==> config.mk <==
export PLATFORM = sky130hd
export DESIGN_NAME = pingpong_buffer
export DESIGN_NICKNAME = d
export VERILOG_FILES = /design/src/logic/pingpong_pkg.sv /design/src/logic/pingpong_buffer.sv /design/src/logic/pingpong_drain_ctrl.sv /design/src/logic/pingpong_fill_ctrl.sv /design/src/logic/pingpong_bank_pair.sv
export SDC_FILE = /design/constraint.sdc
export NUM_CORES = 1
export LEC_CHECK = 0
export BUFFER_PORTS_ARGS = -buffer_cell sky130_fd_sc_hd__buf_4
export CAP_MARGIN = 5
export CORE_ASPECT_RATIO = 1.4
export CORE_MARGIN = 2
export CORE_UTILIZATION = 60
export DETAILED_ROUTE_END_ITERATION = 6
export GPL_ROUTABILITY_DRIVEN = 1
export HOLD_SLACK_MARGIN = 0.03
export PLACE_DENSITY = 0.76
export SLEW_MARGIN = 25
export SYNTH_ARGS = -nofsm -noshare
export SYNTH_HDL_FRONTEND = slang
export SYNTH_HIERARCHICAL = 1
export SYNTH_SLANG_ARGS = --single-unit
==> constraint.sdc <==
create_clock -name clk_i -period 4.25 [get_ports clk_i]
set_input_delay 0.85 -clock clk_i [delete_from_list [all_inputs] [get_ports clk_i]]
set_output_delay 0.85 -clock clk_i [all_outputs]
set_load 0.01 [all_outputs]
==> src/logic/pingpong_pkg.sv <==
/* Shared sizes, sample/address/count types and the bank write struct
   for the ping-pong sample buffer */
package pingpong_pkg;

    // ====================
    // Sizes
    // ====================

    localparam int unsigned DATA_W  = 32;               // Sample width in bits
    localparam int unsigned DEPTH   = 16;               // Samples per bank
    localparam int unsigned ADDR_W  = $clog2(DEPTH);    // Address bits for one bank
    localparam int unsigned COUNT_W = ADDR_W + 1;       // Extra bit so DEPTH fits

    // ====================
    // Types
    // ====================

    // Signed stream sample
    typedef logic signed [DATA_W-1:0] sample_t;

    // Location inside one bank
    typedef logic [ADDR_W-1:0] addr_t;

    // Fill or drain level, 0 up to DEPTH inclusive
    typedef logic [COUNT_W-1:0] count_t;

    // Count value of a complete block
    localparam count_t BLOCK_CNT = count_t'(DEPTH);

    // One write into the bank pair
    // The bank field also tells the pair which bank is free for reading
    typedef struct packed {
        logic    we;    // Write strobe
        logic    bank;  // Current write bank
        addr_t   addr;  // Slot in that bank
        sample_t data;  // Sample to store
    } bank_wr_t;

endpackage
==> src/logic/pingpong_buffer.sv <==
/* Ping-pong sample buffer top level, fill and drain controllers
   around the bank pair */
module pingpong_buffer (
    input  logic                  clk_i,            // System clock
    input  logic                  rst_ni,           // Synchronous reset, active low
    // Write stream
    input  logic                  write_valid_i,    // Writer offers a sample
    input  pingpong_pkg::sample_t write_data_i,     // Offered sample
    output logic                  write_ready_o,    // Write bank has room
    // Read stream
    output logic                  read_valid_o,     // Sample available
    output pingpong_pkg::sample_t read_data_o,      // Sample, meaningful while valid
    input  logic                  read_ready_i,     // Reader takes the sample
    // Status
    output logic                  buffer_ready_o    // Pulse, a new block is readable
);

    import pingpong_pkg::*;

    // ====================
    // Internal wires
    // ====================

    bank_wr_t bank_wr;  // Fill side into the banks
    addr_t    rd_addr;  // Drain side into the banks
    logic     swap;     // Swap strobe from fill to drain side

    // ====================
    // Write side
    // ====================

    pingpong_fill_ctrl u_fill_ctrl (
        .clk_i         (clk_i),
        .rst_ni        (rst_ni),
        .write_valid_i (write_valid_i),
        .write_data_i  (write_data_i),
        .drain_busy_i  (read_valid_o),      // Reader busy while valid is up
        .write_ready_o (write_ready_o),
        .bank_wr_o     (bank_wr),
        .swap_o        (swap)
    );

    // ====================
    // Read side
    // ====================

    pingpong_drain_ctrl u_drain_ctrl (
        .clk_i          (clk_i),
        .rst_ni         (rst_ni),
        .swap_i         (swap),
        .read_ready_i   (read_ready_i),
        .read_valid_o   (read_valid_o),
        .rd_addr_o      (rd_addr),
        .buffer_ready_o (buffer_ready_o)
    );

    // ====================
    // Storage
    // ====================

    pingpong_bank_pair #(
        .payload_t (sample_t)
    ) u_bank_pair (
        .clk_i     (clk_i),
        .bank_wr_i (bank_wr),
        .rd_addr_i (rd_addr),
        .rd_data_o (read_data_o)            // Opposite bank, combinational
    );

endmodule

==> src/logic/pingpong_drain_ctrl.sv <==
/* Read-side handshake, drain counter, read valid
   and the block-ready pulse */
module pingpong_drain_ctrl (
    input  logic                clk_i,          // System clock
    input  logic                rst_ni,         // Synchronous reset, active low
    input  logic                swap_i,         // Banks swap at this edge
    input  logic                read_ready_i,   // Reader takes a sample
    output logic                read_valid_o,   // Read bank holds unread samples
    output pingpong_pkg::addr_t rd_addr_o,      // Slot to read next
    output logic                buffer_ready_o  // One-cycle new block pulse
);

    import pingpong_pkg::*;

    // ====================
    // State
    // ====================

    count_t drain_cnt_q;    // Samples already taken from the read bank
    count_t drain_cnt_nx;   // Level after the current transfer
    logic   valid_q;        // Read valid register
    logic   pulse_q;        // Block-ready register
    logic   transfer;       // Handshake completes this cycle
    logic   last_xfer;      // Transfer takes the final sample

    // ====================
    // Handshake
    // ====================

    assign transfer     = valid_q && read_ready_i;
    assign drain_cnt_nx = drain_cnt_q + count_t'(1);
    assign last_xfer    = transfer && (drain_cnt_nx == BLOCK_CNT);

    // Address is the low part of the drain level
    assign rd_addr_o      = drain_cnt_q[ADDR_W-1:0];
    assign read_valid_o   = valid_q;
    assign buffer_ready_o = pulse_q;

    // ====================
    // Drain sequence
    // ====================

    always_ff @(posedge clk_i) begin
        if (!rst_ni) begin
            valid_q     <= 1'b0;
            pulse_q     <= 1'b0;
            drain_cnt_q <= '0;
        end else begin
            pulse_q <= swap_i;              // High for the cycle after the swap

            if (swap_i) begin
                // Fresh block, begin at slot 0
                valid_q     <= 1'b1;
                drain_cnt_q <= '0;
            end else if (transfer) begin
                drain_cnt_q <= drain_cnt_nx;
                if (last_xfer) begin
                    valid_q <= 1'b0;        // Bank empty, hand it back
                end
            end
        end
    end

    // Swap needs valid low, so it never overlaps a transfer
    // Valid and address hold while the reader stalls

endmodule

==> src/logic/pingpong_fill_ctrl.sv <==
/* Write-side handshake, fill counter, write bank select
   and the swap decision */
module pingpong_fill_ctrl (
    input  logic                   clk_i,           // System clock
    input  logic                   rst_ni,          // Synchronous reset, active low
    input  logic                   write_valid_i,   // Writer offers a sample
    input  pingpong_pkg::sample_t  write_data_i,    // Offered sample
    input  logic                   drain_busy_i,    // Reader still owns its bank
    output logic                   write_ready_o,   // Room left in write bank
    output pingpong_pkg::bank_wr_t bank_wr_o,       // Write into the bank pair
    output logic                   swap_o           // One-cycle bank swap strobe
);

    import pingpong_pkg::*;

    // ====================
    // State
    // ====================

    count_t fill_cnt_q;     // Samples held in the write bank
    logic   bank_sel_q;     // Bank currently being filled
    logic   write_accept;   // Handshake completes this cycle
    logic   bank_full;      // Write bank holds a whole block

    // ====================
    // Handshake
    // ====================

    // Ready straight from the count, no registered stage
    assign bank_full     = (fill_cnt_q == BLOCK_CNT);
    assign write_ready_o = (fill_cnt_q < BLOCK_CNT);
    assign write_accept  = write_valid_i && write_ready_o;

    // Swap only once the reader has let go of the other bank,
    // otherwise an unread block would be overwritten
    assign swap_o = bank_full && !drain_busy_i;

    // ====================
    // Bank write
    // ====================

    // Address follows the fill level, data passes through unregistered
    always_comb begin
        bank_wr_o.we   = write_accept;
        bank_wr_o.bank = bank_sel_q;
        bank_wr_o.addr = fill_cnt_q[ADDR_W-1:0];
        bank_wr_o.data = write_data_i;
    end

    // ====================
    // Counter and select
    // ====================

    always_ff @(posedge clk_i) begin
        if (!rst_ni) begin
            fill_cnt_q <= '0;
            bank_sel_q <= 1'b0;             // Start filling bank 0
        end else if (swap_o) begin
            // Full bank goes to the reader, start fresh in the other one
            fill_cnt_q <= '0;
            bank_sel_q <= ~bank_sel_q;
        end else if (write_accept) begin
            fill_cnt_q <= fill_cnt_q + count_t'(1);
        end
    end

    // Note: swap and accept never meet, a full bank drops write_ready_o

endmodule

==> src/logic/pingpong_bank_pair.sv <==
/* Two storage banks, one write port steered by the bank select,
   one combinational read port on the opposite bank */
module pingpong_bank_pair #(
    parameter type payload_t = pingpong_pkg::sample_t   // Stored entry type
) (
    input  logic                   clk_i,       // System clock
    input  pingpong_pkg::bank_wr_t bank_wr_i,   // Write strobe, bank, address, data
    input  pingpong_pkg::addr_t    rd_addr_i,   // Read slot in the other bank
    output payload_t               rd_data_o    // Entry at rd_addr_i
);

    import pingpong_pkg::*;

    // ====================
    // Storage
    // ====================

    payload_t bank_rd [2];  // Read word from each bank
    payload_t wr_word;      // Incoming sample in storage format

    assign wr_word = payload_t'(bank_wr_i.data);

    // One bank per generate pass, each with its own array
    for (genvar b = 0; b < 2; b++) begin : g_bank
        payload_t mem [DEPTH];  // No reset, contents are payload only
        logic     bank_we;      // Strobe for this bank only

        assign bank_we = bank_wr_i.we && (bank_wr_i.bank == 1'(b));

        // Write lands at the edge
        always_ff @(posedge clk_i) begin
            if (bank_we) begin
                mem[bank_wr_i.addr] <= wr_word;
            end
        end

        // Asynchronous read, same address into both banks
        assign bank_rd[b] = mem[rd_addr_i];
    end

    // ====================
    // Read select
    // ====================

    // Reader always sees the bank that is not being filled
    always_comb begin
        if (bank_wr_i.bank) begin
            rd_data_o = bank_rd[0];     // Writing bank 1, read bank 0
        end else begin
            rd_data_o = bank_rd[1];     // Writing bank 0, read bank 1
        end
    end

endmodule

Word level (Yosys, flattened, before mapping)
Memories as Yosys holds them, arrays and structs flattened. A register that Yosys moved wholly into a read port is not among the register bits.
Cells that the tools add are included.
{"block": "word_totals", "regBits": 13, "ram_bits": 1024, "inputBits": 36, "output_inout_bits": 35, "wordCells": 37, "n_memories": 2}
{"memory": "u_bank_pair.g_bank[0].mem", "words": 16, "word_bits": 32, "rd": 1, "rd_ports_with_merged_regs": 1, "wr": 1, "line_no": "pingpong_bank_pair.sv:25", "text": "payload_t mem [DEPTH];"}
{"memory": "u_bank_pair.g_bank[1].mem", "words": 16, "word_bits": 32, "rd": 1, "rd_ports_with_merged_regs": 1, "wr": 1, "line_no": "pingpong_bank_pair.sv:25"}
{"block": "classes", "addsub": 2, "order_cmp": 1, "eq_ne": 2, "mux": 12, "n_bitwise": 2, "reduce_logical": 11}
{"op": "$mux W32", "count": 1}
{"op": "$mux W4", "count": 4}
{"op": "$add A5 B1 Y5 const B", "count": 2}
{"op": "$eq A5 B5 Y1 const B", "count": 2}
{"op": "$mux W1", "count": 7}
{"op": "$logic_and A1 B1 Y1", "count": 6}
{"op": "$lt A5 B5 Y1 const B", "count": 1}
{"op": "$reduce_bool A2 Y1", "count": 2}
{"op": "$not A1 Y1", "count": 2}
{"op": "$reduce_and A2 Y1", "count": 1}
{"op": "$reduce_or A2 Y1", "count": 1}
{"op": "$logic_not A1 Y1", "count": 1}

Logic depth before layout (Yosys ltp)
{"block": "logic_depth", "ltp_word": 6, "mapped_depth": 9, "ltp_nobuf": 6}

Modules after synthesis
The synthesis kept the hierarchy.
{"module": "pingpong_bank_pair", "instances": 1, "cells_each": 2234, "area_per_inst_um2": 39853.2, "seq_area_each_um2": 30749.5}
{"module": "pingpong_fill_ctrl", "instances": 1, "cells_each": 72, "area_per_inst_um2": 623.1, "seq_area_each_um2": 120.1}
{"module": "pingpong_drain_ctrl", "instances": 1, "cells_each": 41, "area_per_inst_um2": 369.1, "seq_area_each_um2": 140.1}

Worst setup path before layout
Ideal clock, no wire load.
{"block": "synth_path", "path_type": "input to register", "startpoint": "input port write_valid_i", "endpoint": "memory u_bank_pair/g_bank[1].mem[10][0] (netlist bit), enable pin", "setup_ps": 421, "arrival_time_ps": 2979, "required_time_ps": 3829, "path_slack_ps": 850, "cell_stages": 6, "n_path_buf": 2, "cell_sequence": "nor2b_1 > buf_2 > buf_4 > nor2b_1 > nand3_1 > nor2_1"}
{"block": "synth_via", "elab_chain_cells": 4}
{"element": "from (decl)", "line_no": "pingpong_buffer.sv:7", "text": "input logic write_valid_i,"}
{"element": "$logic_and A1 B1 Y1", "line_no": "pingpong_fill_ctrl.sv:32", "text": "assign write_accept = write_valid_i && write_ready_o;"}
{"element": "via u_fill_ctrl.write_accept", "line_no": "pingpong_fill_ctrl.sv:22", "text": "logic write_accept;"}
{"element": "$logic_and A1 B1 Y1", "line_no": "pingpong_bank_pair.sv:28", "text": "assign bank_we = bank_wr_i.we && (bank_wr_i.bank == 1'(b));"}
{"element": "$mux W1", "line_no": "pingpong_bank_pair.sv:32", "text": "if (bank_we) begin"}
{"element": "$mux W1 (not written as such)", "line_no": "pingpong_bank_pair.sv:33", "text": "mem[bank_wr_i.addr] <= wr_word;"}
{"element": "to (decl)", "line_no": "pingpong_bank_pair.sv:25"}
The timed path passes the listed nets, and every way through them passes these cells.

==> reports/metrics.yaml <==
drt:
  ant_nets: 0
  drc: 0
  routed_wirelength_um: 101000
  first_pass_iters: 5
  drtIter0Drc: 2741
  vias: 22113
  viasPerCell: 6.58
  post_drt_wl_per_cell_um: 29.9
worst_setup_path:
  critical_path.slowest_cell: "and2_4"
  path_class: "register to output port"
  crit_path_start_kind: "register"
  max_stage_delay_ns: 0.64
  critical-path-top-delay-family: "simple AND/OR/NAND/NOR gates"
  path_cells: "and2_4 > buf_4 > a21oi_1 > a31oi_1 > nand3_1 > buf_4"
  path_common_cell: "buf_4"
  cp-end-kind: "output port"
  cp_max_fo: 34
  cp.required_ns: 3.40
  worstPathArrival_ns: 3.35
  crit_buf_inv: 2
sta:
  finalCritPeriodShare: 0.989
  setup_tns_ns: 0
  timing.final.hold_violations: 0
  slew_viol_final: 0
  setup_viol: 0
  fmax_mhz: 238
  period_needed_ns: 4.20
  tightest_slew_ns: 0.900
  fin_worst_skew_ns: 0.0176
  slew_headroom: 0.400
  rsz0062_at_grt: "false"
yosys:
  yosys.area.top_type: "edfxtp_1"
  synth_common_cells: "edfxtp_1, mux2i_1, nand2_1, nand3_1, a21oi_1"
  synth_edf_count: 1024
  ys_types: 41
  synth_nets: 2387
  yosysTopAreaCellShare: 0.753
  yosys_warnings: 6
  synthCells: 2347
  yosysMostFrequentCell: "edfxtp_1"
  yosys_most_used_dff: "edfxtp_1"
  yosysSeqAreaShare: 0.759
  synthTopCellsByArea: "edfxtp_1, mux2i_1, a22oi_1"
  netlist_area_um2: 40800
  avgSynthCellArea_um2: 17.4
  ys_async_sr_fraction: 0
  ys_seq_elements: 1037
floorplan:
  dieArea_um2: 70200
  core_area_um2: 67600
  initial_utilization: 0.604
  pin_count: 71
  rows: 113
  die_h_um: 313
  die-width_um: 225
hold_path:
  hold_class: "register to register"
cells_and_area:
  syn_to_final_growth_pct: 11.3
  drive_gt1_frac: 0.133
  fin_area_um2: 45500
  fin_nets: 2471
clock_tree:
  cts-root-buf: "clkbuf_16"
  clkLatencyLatePin_ns: 0.65
  cts.sinks: 1037
  cts_resized: 0
  numCtsBuffers: 87
  clk_pin_slew_worst_paths_ns: 0.06
  cts_tree: "built"
  cts_hold_buf: 0
  cts_max_level: 3
  postCtsSetupBuffers: 0
  clock_path_buffers: 3
placement:
  io_buffers: 70
  place_congestion: 0.821
  dpl.hpwl_um: 53100
  place_area_um2: 42700
global_routing:
  grt_pass1_wl_um: 145000
  grt_use_total: 0.288
  gr-total-overflow: 0
  grt_pass1_vias: 22089
  antenna_found_initial: 6
  grt_max_degree: 60
power_and_ir_drop:
  power_density_nw_per_um2: 430
  ir_worst_vdd_uv: 307
  leakage_nw: 13.7
status:
  outcome: "finished, final reports clean"
flow_run:
  maxCapViolations: 0
## cell families after synthesis
group,after synthesis,synth area share
compound gates,300,0.0503
flops,1037,0.759
fa+ha+maj,4,0.00123
mux,514,0.126
buf+inv,177,0.0270
simple gates,310,0.0352
xor+xnor,5,0.00107
## cell usage in the layout (no fill, tap or decap), drive strengths merged, types with 2 or more instances in the layout
master / count
clkbuf: 106
nand4: 2
nand3b: 2
bufinv: 11
clkinvlp: 2
a22oi: 96
clkinv: 32
nand2b: 7
a21oi: 100
nor3: 34
nor2: 40
mux2i: 514
and2: 2
buf: 168
nand3: 104
a31oi: 33
o21ai: 4
a22o: 64
nand2: 105
dfxtp: 13
or2: 2
edfxtp: 1024
ha: 4
and3: 2
inv: 9
xnor2: 2
or3: 2
nor2b: 5
xor2: 3
## state kept, by name, summed over array words and instances (netlist names)
| register | count |
|---|---|
| u_bank_pair/g_bank.mem | 1024 |
| u_drain_ctrl/drain_cnt_q | 5 |
| u_fill_ctrl/fill_cnt_q | 5 |
| u_drain_ctrl/buffer_ready_o | 1 |
| u_drain_ctrl/read_valid_o | 1 |
| u_fill_ctrl/bank_sel_q | 1 |
## metal layers
metal	wire length [µm]	track usage
met3	9530	0.0513
met1	36400	0.374
met5	58	0
met4	4370	0.129
met2	50200	0.479
## where the power goes
part / internal (W) / leakage (nW) / switching (W)
clock: 0.00450 / 1.36 / 0.00346
sequential: 0.0113 / 9.33 / 0.0000179
combinational: 0.0000524 / 2.98 / 0.000245
total: 0.0158 / 13.7 / 0.00373
## through the flow
stage / instances / power [W] / setup slack [ns] / utilization / hold slack [ns]
4_1_cts: 3360 / 0.0197 / 0.0853 / 0.673 / 0.489
3_3_place_gp: 3204 / 0.0118 / 0.714 / 0.631 / 0.480
5_1_grt: 3360 / 0.0200 / 0.0102 / 0.673 / 0.516
3_5_place_dp: 3204 / 0.0118 / 0.776 / 0.631 / 0.494
2_1_floorplan: 2347 / 0.0117 / 0.850 / - / 0.443
6_report: 3361 / 0.0196 / 0.0452 / 0.673 / 0.509
## cell type report
cell class	instances	area (µm²)
Antenna cell	1	2.50
Clock buffer	106	2290
Clock inverter	50	519
Fill cell	4309	22100
Inverter	4	15.0
Multi-Input combinational cell	1133	9000
Sequential cell	1037	31000
Tap cell	862	1080
Timing Repair Buffer	168	1550
## worst reg2reg max path, cell delays in order, from the launching register on
cell	delay (ns)
dfxtp_1	0.34
nor2b_1	0.13
buf_4	0.18
nor2b_1	0.26
nand3_1	0.35
nor2_4	0.61
buf_12	0.33
## path summary, 6_finish.rpt
kind                                                   from  slack [ns]                         endpoint  cells past startpoint
worst max register to register    u_fill_ctrl/fill_cnt_q[4]        1.70  u_bank_pair/g_bank[1].mem[9][0]                      6
worst min-delay path            u_drain_ctrl/drain_cnt_q[4]        0.51      u_drain_ctrl/drain_cnt_q[4]                      2
worst max-delay path            u_drain_ctrl/drain_cnt_q[1]        0.05                   read_data_o[5]                      6
worst min register to register  u_drain_ctrl/drain_cnt_q[4]        0.51      u_drain_ctrl/drain_cnt_q[4]                      2
(Power assumes the default switching activity.)
